File: src/include/scope_config.svh
// build-time sizing only; SCOPE_NUM_CH above 4 needs a wider channel field in the APB map
`ifndef SCOPE_CONFIG_SVH
`define SCOPE_CONFIG_SVH

// number of acquisition channels, 1 to 4
`define SCOPE_NUM_CH 2

// log2 of the per-channel sample buffer depth
`define SCOPE_BUF_AW 4

// ADC word width, offset binary from the converter
`define SCOPE_ADC_W 16

// APB byte address width, channel windows of 0x80 bytes
`define SCOPE_APB_AW 10

`endif
File: src/hw/scope_reg_pkg.sv
// APB register map; offsets are bytes inside one 0x80 channel window, data is 32 bits
`include "scope_config.svh"

package scope_reg_pkg;

  // full APB byte address
  typedef logic [`SCOPE_APB_AW-1:0] apb_addr_t;

  // APB data word
  typedef logic [31:0] apb_data_t;

  // channel index, address bits 8:7
  typedef logic [1:0] ch_sel_t;

  // byte offset inside a channel window
  typedef logic [6:0] reg_off_t;

  // window size per channel
  localparam apb_addr_t CH_STRIDE = 10'h080;

  ////////////////////////////////////////////////////////////
  // register offsets
  ////////////////////////////////////////////////////////////

  localparam reg_off_t REG_CTRL     = 7'h00;
  localparam reg_off_t REG_LEVEL    = 7'h04;
  localparam reg_off_t REG_POST     = 7'h08;
  localparam reg_off_t REG_STATUS   = 7'h0C;
  // buffer words 0..15, one per 4 bytes
  localparam reg_off_t REG_BUF_BASE = 7'h40;

  // bit positions
  localparam int unsigned CTRL_ARM_BIT  = 0;
  localparam int unsigned CTRL_EDGE_BIT = 1;
  localparam int unsigned STAT_CLR_BIT  = 3;

endpackage

File: src/hw/scope_sample_pkg.sv
// sample path types; widths come from scope_config.svh, buffer depth must be a power of two
`include "scope_config.svh"

package scope_sample_pkg;

  // raw converter word, negative-slope offset binary
  typedef logic [`SCOPE_ADC_W-1:0] adc_raw_t;

  // converted sample, two's complement
  typedef logic signed [`SCOPE_ADC_W-1:0] sample_t;

  // index into one channel buffer
  typedef logic [`SCOPE_BUF_AW-1:0] buf_addr_t;

  // post-trigger count, one bit wider so a full buffer fits
  typedef logic [`SCOPE_BUF_AW:0] post_cnt_t;

  localparam int unsigned BUF_DEPTH = 1 << `SCOPE_BUF_AW;

  // capture FSM, encoding is visible in STATUS bits 2:0
  typedef enum logic [2:0] {
    ACQ_IDLE  = 3'd0,
    ACQ_FILL  = 3'd1,
    ACQ_ARMED = 3'd2,
    ACQ_POST  = 3'd3,
    ACQ_DONE  = 3'd4
  } acq_state_t;

endpackage

File: src/hw/acq_if.sv
// one channel to register block link; arm and clear_done are single-cycle pulses
`timescale 1ns/1ns

interface acq_if;

  import scope_sample_pkg::*;

  // configuration from the register block
  // arm pulse, restarts capture
  logic      arm;
  // 0 rising, 1 falling
  logic      trg_edge;
  sample_t   level;
  post_cnt_t post_count;
  // clear pulse, leaves ACQ_DONE
  logic      clear_done;

  // buffer readback, index 0 is the oldest sample
  buf_addr_t rd_addr;
  // valid one cycle after rd_addr
  sample_t   rd_data;

  // channel FSM state
  acq_state_t state;

  modport regs (
    output arm, trg_edge, level, post_count, clear_done, rd_addr,
    input  state, rd_data
  );

  modport chan (
    input  arm, trg_edge, level, post_count, clear_done, rd_addr,
    output state, rd_data
  );

endinterface

File: src/hw/adc_frontend.sv
// free-running ADC, no valid; reset parks each input at mid-scale so samples start at zero
`timescale 1ns/1ns
`include "scope_config.svh"

module adc_frontend (
  input  logic                                           adc_clk,
  input  logic                                           top_rst,
  input  scope_sample_pkg::adc_raw_t [`SCOPE_NUM_CH-1:0] adc_dat_i,
  output scope_sample_pkg::sample_t  [`SCOPE_NUM_CH-1:0] smp_o
);

  import scope_sample_pkg::*;

  // mid-scale raw code, converts to sample 0
  localparam adc_raw_t RAW_ZERO = {1'b0, {(`SCOPE_ADC_W-1){1'b1}}};

  adc_raw_t [`SCOPE_NUM_CH-1:0] raw_q;

  // input registers, one stage for all channels
  always_ff @(posedge adc_clk, posedge top_rst) begin
    if (top_rst) begin
      raw_q <= {`SCOPE_NUM_CH{RAW_ZERO}};
    end else begin
      raw_q <= adc_dat_i;
    end
  end

  // negative slope offset binary to two's complement
  // keep sign bit, flip the rest
  for (genvar i = 0; i < `SCOPE_NUM_CH; i++) begin : g_conv
    assign smp_o[i] = {raw_q[i][`SCOPE_ADC_W-1], ~raw_q[i][`SCOPE_ADC_W-2:0]};
  end

endmodule

File: src/hw/osc_channel.sv
// single channel capture; level and post count must stay stable while armed or in post
`timescale 1ns/1ns

module osc_channel (
  input  logic                      adc_clk,
  input  logic                      top_rst,
  input  scope_sample_pkg::sample_t smp_i,
  acq_if.chan                       acq
);

  import scope_sample_pkg::*;

  ////////////////////////////////////////////////////////////
  // state and counters
  ////////////////////////////////////////////////////////////

  acq_state_t state_q;
  acq_state_t state_d;

  // next write slot, also the oldest entry once 16 are written
  buf_addr_t wr_ptr;
  // samples written since arm
  buf_addr_t fill_cnt;
  // post-samples written, trigger sample is 1
  post_cnt_t post_cnt;

  sample_t prev_q;
  sample_t rd_q;
  logic    buf_we;
  logic    trig;

  // circular sample buffer
  sample_t mem [BUF_DEPTH];

  // write in every capturing state
  assign buf_we = (state_q == ACQ_FILL) || (state_q == ACQ_ARMED) || (state_q == ACQ_POST);

  // level crossing against the previous sample
  always_comb begin
    if (acq.trg_edge) begin
      // falling
      trig = (prev_q > acq.level) && (smp_i <= acq.level);
    end else begin
      // rising
      trig = (prev_q < acq.level) && (smp_i >= acq.level);
    end
  end

  // capture FSM
  always_comb begin
    state_d = state_q;
    case (state_q)
      ACQ_FILL: begin
        // 16th pre-trigger sample goes in this cycle
        if (fill_cnt == '1) state_d = ACQ_ARMED;
      end
      ACQ_ARMED: begin
        if (trig) begin
          state_d = (acq.post_count <= post_cnt_t'(1)) ? ACQ_DONE : ACQ_POST;
        end
      end
      ACQ_POST: begin
        // last post-sample written this cycle
        if (post_cnt + 1'b1 >= acq.post_count) state_d = ACQ_DONE;
      end
      ACQ_DONE: begin
        if (acq.clear_done) state_d = ACQ_IDLE;
      end
      default: ;
    endcase
    // arm wins from any state, including a restart from done
    if (acq.arm) state_d = ACQ_FILL;
  end

  always_ff @(posedge adc_clk, posedge top_rst) begin
    if (top_rst) begin
      state_q  <= ACQ_IDLE;
      wr_ptr   <= '0;
      fill_cnt <= '0;
      post_cnt <= '0;
    end else begin
      state_q <= state_d;
      if (buf_we) wr_ptr <= wr_ptr + 1'b1;
      // fill counter
      if (acq.arm) begin
        fill_cnt <= '0;
      end else if (state_q == ACQ_FILL) begin
        fill_cnt <= fill_cnt + 1'b1;
      end
      // post counter, preset while waiting for the trigger
      if (state_q == ACQ_ARMED) begin
        post_cnt <= post_cnt_t'(1);
      end else if (state_q == ACQ_POST) begin
        post_cnt <= post_cnt + 1'b1;
      end
    end
  end

  ////////////////////////////////////////////////////////////
  // buffer and previous sample
  ////////////////////////////////////////////////////////////

  always_ff @(posedge adc_clk) begin
    prev_q <= smp_i;
    if (buf_we) mem[wr_ptr] <= smp_i;
    // readback relative to the oldest entry
    rd_q <= mem[wr_ptr + acq.rd_addr];
  end

  assign acq.state   = state_q;
  assign acq.rd_data = rd_q;

endmodule

File: src/hw/scope_apb_regs.sv
// APB slave for all channels; buffer reads take one wait state, erroring writes are dropped
`timescale 1ns/1ns
`include "scope_config.svh"

module scope_apb_regs (
  input  logic                     adc_clk,
  input  logic                     top_rst,
  input  logic                     psel_i,
  input  logic                     penable_i,
  input  logic                     pwrite_i,
  input  scope_reg_pkg::apb_addr_t paddr_i,
  input  scope_reg_pkg::apb_data_t pwdata_i,
  output scope_reg_pkg::apb_data_t prdata_o,
  output logic                     pready_o,
  output logic                     pslverr_o,
  output logic                     irq_o,
  acq_if.regs                      acq [`SCOPE_NUM_CH-1:0]
);

  import scope_sample_pkg::*;
  import scope_reg_pkg::*;

  // post count after reset, half the buffer
  localparam post_cnt_t POST_RST = post_cnt_t'(BUF_DEPTH / 2);

  ////////////////////////////////////////////////////////////
  // address decode
  ////////////////////////////////////////////////////////////

  apb_addr_t win;
  ch_sel_t   ch;
  reg_off_t  off;
  buf_addr_t buf_idx;
  logic      ch_bad, is_reg, is_buf, post_bad, err;
  logic      setup, wr_en;

  // window index, bit 9 lands past the last channel
  assign win     = paddr_i / CH_STRIDE;
  assign ch      = ch_sel_t'(win);
  assign off     = reg_off_t'(paddr_i % CH_STRIDE);
  assign buf_idx = buf_addr_t'((off - REG_BUF_BASE) >> 2);

  assign ch_bad   = win >= apb_addr_t'(`SCOPE_NUM_CH);
  assign is_reg   = off inside {REG_CTRL, REG_LEVEL, REG_POST, REG_STATUS};
  assign is_buf   = (off >= REG_BUF_BASE) && (off[1:0] == 2'b00);
  // post count range 1..16
  assign post_bad = pwrite_i && (off == REG_POST) &&
                    ((pwdata_i == '0) || (pwdata_i > apb_data_t'(BUF_DEPTH)));
  assign err      = ch_bad || !(is_reg || is_buf) || (is_buf && pwrite_i) || post_bad;

  logic      pready_q, pslverr_q, buf_wait_q, irq_q;
  apb_data_t prdata_q;

  assign setup = psel_i && !penable_i;
  // writes land in the completing access cycle
  assign wr_en = psel_i && penable_i && pready_q && pwrite_i && !pslverr_q;

  ////////////////////////////////////////////////////////////
  // per-channel registers
  ////////////////////////////////////////////////////////////

  logic       [`SCOPE_NUM_CH-1:0] edge_q;
  sample_t    [`SCOPE_NUM_CH-1:0] level_q;
  post_cnt_t  [`SCOPE_NUM_CH-1:0] post_q;
  acq_state_t [`SCOPE_NUM_CH-1:0] st;
  sample_t    [`SCOPE_NUM_CH-1:0] rdd;
  logic       [`SCOPE_NUM_CH-1:0] done_vec;

  always_ff @(posedge adc_clk, posedge top_rst) begin
    if (top_rst) begin
      edge_q  <= '0;
      level_q <= '0;
      post_q  <= {`SCOPE_NUM_CH{POST_RST}};
    end else if (wr_en) begin
      for (int i = 0; i < `SCOPE_NUM_CH; i++) begin
        if (ch == ch_sel_t'(i)) begin
          case (off)
            REG_CTRL:  edge_q[i]  <= pwdata_i[CTRL_EDGE_BIT];
            REG_LEVEL: level_q[i] <= sample_t'(pwdata_i[`SCOPE_ADC_W-1:0]);
            REG_POST:  post_q[i]  <= post_cnt_t'(pwdata_i);
            default: ;
          endcase
        end
      end
    end
  end

  // channel links, pulses decoded straight from the write
  for (genvar i = 0; i < `SCOPE_NUM_CH; i++) begin : g_ch
    assign acq[i].arm        = wr_en && (ch == ch_sel_t'(i)) && (off == REG_CTRL) &&
                               pwdata_i[CTRL_ARM_BIT];
    assign acq[i].clear_done = wr_en && (ch == ch_sel_t'(i)) && (off == REG_STATUS) &&
                               pwdata_i[STAT_CLR_BIT];
    assign acq[i].trg_edge   = edge_q[i];
    assign acq[i].level      = level_q[i];
    assign acq[i].post_count = post_q[i];
    assign acq[i].rd_addr    = buf_idx;
    assign st[i]             = acq[i].state;
    assign rdd[i]            = acq[i].rd_data;
    assign done_vec[i]       = (acq[i].state == ACQ_DONE);
  end

  ////////////////////////////////////////////////////////////
  // read mux and APB sequencing
  ////////////////////////////////////////////////////////////

  apb_data_t reg_rdata;
  apb_data_t buf_rdata;

  always_comb begin
    reg_rdata = '0;
    buf_rdata = '0;
    for (int i = 0; i < `SCOPE_NUM_CH; i++) begin
      if (ch == ch_sel_t'(i)) begin
        // arm and clear bits read back as zero
        case (off)
          REG_CTRL:   reg_rdata = apb_data_t'(edge_q[i]) << CTRL_EDGE_BIT;
          REG_LEVEL:  reg_rdata = apb_data_t'(level_q[i]);
          REG_POST:   reg_rdata = apb_data_t'(post_q[i]);
          REG_STATUS: reg_rdata = apb_data_t'(st[i]);
          default: ;
        endcase
        // samples sign extended
        buf_rdata = apb_data_t'(rdd[i]);
      end
    end
  end

  always_ff @(posedge adc_clk, posedge top_rst) begin
    if (top_rst) begin
      pready_q   <= 1'b0;
      pslverr_q  <= 1'b0;
      prdata_q   <= '0;
      buf_wait_q <= 1'b0;
      irq_q      <= 1'b0;
    end else begin
      pready_q   <= 1'b0;
      pslverr_q  <= 1'b0;
      prdata_q   <= '0;
      buf_wait_q <= 1'b0;
      // any channel done
      irq_q      <= |done_vec;
      if (setup) begin
        if (is_buf && !err) begin
          // memory word arrives in the first access cycle
          buf_wait_q <= 1'b1;
        end else begin
          pready_q  <= 1'b1;
          pslverr_q <= err;
          if (!pwrite_i && !err) prdata_q <= reg_rdata;
        end
      end else if (buf_wait_q && psel_i && penable_i) begin
        pready_q <= 1'b1;
        prdata_q <= buf_rdata;
      end
    end
  end

  assign prdata_o  = prdata_q;
  assign pready_o  = pready_q;
  assign pslverr_o = pslverr_q;
  assign irq_o     = irq_q;

endmodule

File: src/hw/scope_top.sv
// acquisition subsystem top on adc_clk; APB and ADC must share that clock
`timescale 1ns/1ns
`include "scope_config.svh"

module scope_top (
  input  logic                                           adc_clk,
  input  logic                                           top_rst,
  // ADC words, one per channel
  input  scope_sample_pkg::adc_raw_t [`SCOPE_NUM_CH-1:0] adc_dat_i,
  // APB slave
  input  logic                                           psel_i,
  input  logic                                           penable_i,
  input  logic                                           pwrite_i,
  input  scope_reg_pkg::apb_addr_t                       paddr_i,
  input  scope_reg_pkg::apb_data_t                       pwdata_i,
  output scope_reg_pkg::apb_data_t                       prdata_o,
  output logic                                           pready_o,
  output logic                                           pslverr_o,
  // capture done, any channel
  output logic                                           irq_o
);

  import scope_sample_pkg::*;

  // converted samples
  sample_t [`SCOPE_NUM_CH-1:0] smp;

  // channel to register block links
  acq_if acq [`SCOPE_NUM_CH-1:0] ();

  adc_frontend u_frontend (
    .adc_clk   (adc_clk),
    .top_rst   (top_rst),
    .adc_dat_i (adc_dat_i),
    .smp_o     (smp)
  );

  ////////////////////////////////////////////////////////////
  // channels
  ////////////////////////////////////////////////////////////

  for (genvar i = 0; i < `SCOPE_NUM_CH; i++) begin : g_osc
    osc_channel u_chan (
      .adc_clk (adc_clk),
      .top_rst (top_rst),
      .smp_i   (smp[i]),
      .acq     (acq[i])
    );
  end

  scope_apb_regs u_regs (
    .adc_clk   (adc_clk),
    .top_rst   (top_rst),
    .psel_i    (psel_i),
    .penable_i (penable_i),
    .pwrite_i  (pwrite_i),
    .paddr_i   (paddr_i),
    .pwdata_i  (pwdata_i),
    .prdata_o  (prdata_o),
    .pready_o  (pready_o),
    .pslverr_o (pslverr_o),
    .irq_o     (irq_o),
    .acq       (acq)
  );

endmodule

File: config.mk
export PLATFORM = sky130hd
export DESIGN_NAME = scope_top
export DESIGN_NICKNAME = d
export VERILOG_FILES = /design/src/hw/scope_reg_pkg.sv /design/src/hw/scope_sample_pkg.sv /design/src/hw/acq_if.sv /design/src/hw/adc_frontend.sv /design/src/hw/osc_channel.sv /design/src/hw/scope_apb_regs.sv /design/src/hw/scope_top.sv
export VERILOG_INCLUDE_DIRS = /design/src /design/src/include
export SDC_FILE = /design/constraint.sdc
export NUM_CORES = 1
export LEC_CHECK = 0
export BUFFER_PORTS_ARGS = -buffer_cell sky130_fd_sc_hd__buf_2
export CAP_MARGIN = 20
export CORE_AREA = 8 8 238 240
export CTS_BUF_LIST = sky130_fd_sc_hd__clkbuf_2
export CTS_CLUSTER_DIAMETER = 80
export CTS_CLUSTER_SIZE = 24
export DETAILED_ROUTE_END_ITERATION = 8
export DIE_AREA = 0 0 246 248
export PLACE_DENSITY = 0.84
export RECOVER_POWER = 100
export SKIP_CTS_REPAIR_TIMING = 1
export SYNTH_ARGS = -nofsm -noshare
export SYNTH_HDL_FRONTEND = slang
export SYNTH_SLANG_ARGS = --single-unit
File: constraint.sdc
create_clock -name adc_clk -period 5.9 [get_ports adc_clk]
set_input_delay 1.18 -clock adc_clk [delete_from_list [all_inputs] [get_ports adc_clk]]
set_output_delay 1.18 -clock adc_clk [all_outputs]
set_load 0.02 [all_outputs]
# After elaboration in Yosys (flattened, before gate mapping)
# Memory sizes are Yosys's and may differ from the RTL's. A register that Yosys moved wholly into a read port is not among the register bits.
# Cells that the tools add are included.
# totals
latch_bits,0
out_inout_bits,35
memories,2
rom_bits,0
wordCells,179
ram_bits,512
inputBits,79
regBits,176
# classes
n_shift,0
n_addsub,9
n_mul,0
n_lt_le_gt_ge,15
div,0
n_reduce_logical,61
muxes,45
n_eq_ne,22
bitwise,2
# memory_table
memory,words,width,read_ports,rd_clocked_by_memory_dff,write_ports,line_no,source
g_osc[0].u_chan.mem,16,16,1,1,1,osc_channel.sv:33,sample_t mem [BUF_DEPTH];
g_osc[1].u_chan.mem,16,16,1,1,1,osc_channel.sv:33,
# ops
op,count
32-bit two-way mux,8
32-bit one-hot mux with 4 select lines,2
3-bit two-way mux,12
16-bit >= comparator,2
16-bit greater-than comparator,2
32-bit by 5-bit greater-than comparator with 1-bit output (second input constant),1
16-bit <= comparator,2
32-bit zero test,1
16-bit < comparator,2
15-bit inverter,2
1-bit logical AND,27
3-bit one-hot mux with 4 select lines,2
5-bit two-way mux,4
3-bit AND reduction,6
4-bit by 1-bit adder with 4-bit output (second input constant),4
4-bit two-way mux,4
7-bit by 4-bit == test with 1-bit output (second input constant),2
1-bit two-way mux,13
3-bit by 2-bit == test with 1-bit output (second input constant),4
3-bit by 2-bit != test with 1-bit output (second input constant),4
3-bit != test (second input constant),4
5-bit by 1-bit adder with 5-bit output (second input constant),2
5-bit >= comparator,2
5-bit by 1-bit <= comparator with 1-bit output (second input constant),2
18 further kinds,40

# Depth between registers and ports, before layout
# logic_depth
depth_word,12
depth_mapped,11
depth_no_buf,11

# Cells and area by module
# A second synthesis with hierarchy kept.
# unflattened
cells_unflattened,1696
area_unflattened_um2,29026.6
# by_module_without_submodules
module,cells_per_inst,area_per_inst_um2,seq_area_each_um2,n_inst
osc_channel (g_osc[0].u_chan),688,12353.1,8728.4,1
osc_channel (g_osc[1].u_chan),682,12349.3,8728.4,1
scope_apb_regs,261,3354.5,1604.0,1
adc_frontend,65,969.7,838.3,1

# Least setup slack after synthesis
# No wires, ideal clock.
# synth_timing
path_kind,input to register
start,input paddr_i[3]
end,register g_osc[1].u_chan.rd_q[1] (read register of g_osc[1].u_chan.mem)
setup_ns,0.133
cell_stages,9
path_buffers,4
path_slack_ns,2.191
t_arrival_ns,3.576
required_time_ns,5.767
cell_sequence,buf_2 inv_1 fa_1 clkbuf_1 clkbuf_1 buf_1 mux4_2 mux2i_1 a21oi_1
# synth_between
elab_chain_len,2
# synth_lines
item,line_no,source
start: declaration,scope_top.sv:14,"input scope_reg_pkg::apb_addr_t paddr_i,"
6-bit by 1-bit subtractor with 6-bit output,scope_apb_regs.sv:41,assign buf_idx = buf_addr_t'((off - REG_BUF_BASE) >> 2);
4-bit adder,osc_channel.sv:107,rd_q <= mem[wr_ptr + acq.rd_addr];
end: declaration,osc_channel.sv:28,sample_t rd_q;
# No other way between the ends.
# A chain may end at the register's enable or synchronous reset.

# Final worst setup path
# layout_timing
start,input paddr_i[2]
end,register g_osc[0].u_chan.rd_q[4] (read register of g_osc[0].u_chan.mem)
# layout_between
elab_chain_len,2
# layout_lines
item,line_no
6-bit by 1-bit subtractor with 6-bit output,scope_apb_regs.sv:41
4-bit adder,osc_channel.sv:107
end: declaration,osc_channel.sv:28
# No other way between the ends.

==> impl_metrics.json <==
{
  "status": "finished, violations left",
  "violations": "max-capacitance violations, max-slew violations",
  "layout_commonest_cell": "edfxtp_1",
  "cts_max_path_buffers": 3,
  "core.rowCount": 85,
  "synth_area_um2": 28600,
  "synth_seq_cells": 704,
  "hold_class": "in -> reg",
  "synth_edf_count": 512,
  "ys.flop_type": "edfxtp_1",
  "htreeDepth": 2,
  "routed-via-count": 15500,
  "clkTransAtPathRegs_ns": 0.37,
  "rsz0062_at_grt": "false",
  "die_h_um": 248,
  "fin_cells": 2536,
  "setup.worst_path.end": "g_osc[0].u_chan.acq.rd_data[4]",
  "cp_slowest_cell": "fa_1",
  "num-nets-final": 1980,
  "endpoint_kind": "flip-flop",
  "syn_nets": 1845,
  "clock_sinks": 704,
  "ys_seq_area_share_pct": 69.5,
  "insertion_delay_ns": 1.16,
  "worst-path-stages": 9,
  "finalMaxSlewViolations": 244,
  "cts_tree": "yes",
  "grt_max_degree": 72,
  "dp.cells": 2435,
  "cts_inserted_buffers": 37,
  "critPathMaxFanout": 24,
  "drtAntennaViolNets": 0,
  "synth.avg_cell_area_um2": 17.1,
  "drt-initial-drc-count": 1442,
  "final_util_pct": 57.7,
  "max_freq_ghz": 0.226,
  "reg2reg_from": "g_osc[0].u_chan.wr_ptr[0]",
  "drc": 0,
  "setup_viol": 0,
  "slew_headroom_pct": -143,
  "root_buffer": "clkbuf_2",
  "wl_per_cell_um": 25.6,
  "grt_pass1_vias": 15700,
  "critPathArrivalTime_ns": 5.47,
  "cp_num_buf_inv": 3,
  "cp.required_ns": 6.95,
  "drt-total-wl_um": 64800,
  "synth_warnings": 0,
  "antenna_found_initial": 5,
  "ir_worst_vdd_v": 0.000342,
  "r2r_end": "g_osc[0].u_chan.acq.rd_data[4]",
  "initial_core_util_pct": 54.0,
  "power.density_nw_per_um2": 335,
  "gp_congestion": 0.895,
  "max_cap_violations": 12,
  "die_w_um": 246,
  "drtPass1Iterations": 6,
  "syn_inst": 1672,
  "num_io_pins": 114,
  "core_um2": 53100,
  "tns_ns": 0,
  "synthDistinctLibCells": 64,
  "rrSetupSlack_ns": 1.74,
  "leakage_uw": 0.0107,
  "cp-startpoint": "paddr_i[2]",
  "grt_pass1_wl_um": 96500,
  "postSynth.asyncResetShare_pct": 18.2,
  "final_cell_mix": "edfxtp_1 (512), mux4_2 (130), dfrtp_1 (96)",
  "path_class": "in -> reg",
  "dpl.hpwl_um": 42700,
  "finClkSkew_ns": 0.0808,
  "num-fill-cells": 3944,
  "grtUsageMet3_pct": 4.39,
  "path_cells": "clkbuf_1 > ha_4 > inv_1 > fa_1 > clkbuf_1 > mux4_2 > nor2b_1 > a211oi_1 > a21oi_1",
  "tightest_slew_ns": 3.63,
  "fin_crit_sh_pct": 75.0,
  "slowest_delay_ns": 1.27,
  "met2_usage_pct": 35.0,
  "gr-usage-met1_pct": 28.4,
  "grt-busiest-layer": "met2",
  "crit_top_cell": "clkbuf_1",
  "viasPerCell": 6.12,
  "finalHoldViolCount": 0,
  "critPathLaunchType": "primary input",
  "crit_family": "buffers and inverters",
  "reg2regPathDepth": 8,
  "grt_usage_pct": 21.2,
  "port_buffers": 113,
  "finalCriticalPeriod_ns": 4.42,
  "dieArea_um2": 61000,
  "area_growth_syn_to_layout_pct": 6.96,
  "drive_gt1_share_pct": 19.4,
  "grt_overflow_total": 0
}
through the flow:
step | total power, uW | hold WS (ns) | instance area [um2] | setup slack, ns
after detailed placement | 8580 | 0.500 | 30200 | 1.73
after global placement | 8410 | 0.485 | 30100 | 1.80
final | 10300 | 0.103 | 30600 | 1.48
after CTS | 10300 | -0.0760 | 30600 | 2.61
after global routing | 10700 | -0.0134 | 30600 | 1.32
after floorplan | 7740 | 0.466 | 28600 | 1.36
layer usage:
layer	wire (um)	share of wire [%]
met4	1610	2.5
met2	31200	48
met1	25900	40
met3	6080	9.4
met5	13	0.020
cell families after synthesis:
group | share of synthesized area [%]
flops | 69.5
simple gates | 4.50
mux | 13.9
compound gates | 4.61
buf+inv | 2.56
fa+ha+maj | 4.16
xor+xnor | 0.765
synth_stat cells, drive strengths merged, types with 3 or more instances:
| cell type | count | area [um2] |
|---|---|---|
| edfxtp | 512 | 15400 |
| mux4 | 130 | 2930 |
| dfrtp | 96 | 2400 |
| ha | 92 | 1150 |
| inv | 92 | 345 |
| dfxtp | 64 | 1280 |
| a21oi | 58 | 290 |
| mux2i | 54 | 541 |
| nand2 | 51 | 191 |
| mux2 | 46 | 518 |
| clkbuf | 45 | 169 |
| nor2b | 41 | 257 |
| nor2 | 37 | 139 |
| a211oi | 36 | 270 |
| buf | 36 | 219 |
| dfstp | 32 | 841 |
| o21ai | 30 | 150 |
| nand4 | 25 | 163 |
| nor3 | 20 | 105 |
| xnor2 | 18 | 158 |
| and2 | 17 | 106 |
| a21o | 16 | 121 |
| nand3 | 14 | 70.1 |
| a22oi | 13 | 97.6 |
| o22ai | 13 | 81.3 |
| nand2b | 10 | 62.6 |
| nor4 | 10 | 62.6 |
| xor2 | 7 | 61.3 |
| a31oi | 5 | 37.5 |
| a221oi | 4 | 35.0 |
| a22o | 4 | 35.0 |
| and3 | 4 | 25.0 |
| o32ai | 4 | 35.0 |
| o21a | 3 | 22.5 |
registers in the layout, indices dropped and copies added, names as in the netlist, 2 cells and up:
name / flops
g_osc.u_chan.prev_q: 32
u_regs.acq.post_count: 10
g_osc.u_chan.post_cnt: 10
u_regs.acq.level: 32
u_regs.prdata_o: 16
g_osc.u_chan.acq.state: 6
g_osc.u_chan.acq.rd_data: 32
u_frontend.raw_q: 30
g_osc.u_chan.wr_ptr: 8
u_frontend.smp_o: 2
g_osc.u_chan.fill_cnt: 8
u_regs.edge_q: 2
g_osc.u_chan.mem: 512
cell type report:
cell class	count	area (um2)	share of cell area (%)
clock buffer	58	290	0.948
multi-input combinational	795	8090	26.4
sequential	704	19900	65.0
timing repair buffer	177	986	3.22
inverter	92	347	1.13
antenna	4	10.0	0.0327
clock inverter	10	135	0.441
tap	696	871	2.84
how the worst min path moves through the flow:
stage                                startpoint                     endpoint  slack [ns]  cells after the start
finish                            adc_dat_i[20]         u_frontend.raw_q[20]        0.10                      1
global route                      adc_dat_i[20]         u_frontend.raw_q[20]       -0.01                      1
CTS                                adc_dat_i[2]          u_frontend.raw_q[2]       -0.08                      1
detailed placement  g_osc[1].u_chan.post_cnt[4]  g_osc[1].u_chan.post_cnt[4]        0.50                      2
global placement    g_osc[0].u_chan.post_cnt[1]  g_osc[0].u_chan.post_cnt[1]        0.48                      2
floorplan           g_osc[0].u_chan.post_cnt[1]  g_osc[0].u_chan.post_cnt[1]        0.47                      2
where the power goes:
part / internal (uW) / switching (uW) / total (uW)
logic: 1110 / 1430 / 2540
clock network: 367 / 1430 / 1790
registers: 5740 / 184 / 5930
No activity file was read; power rests on OpenSTA's default activity.
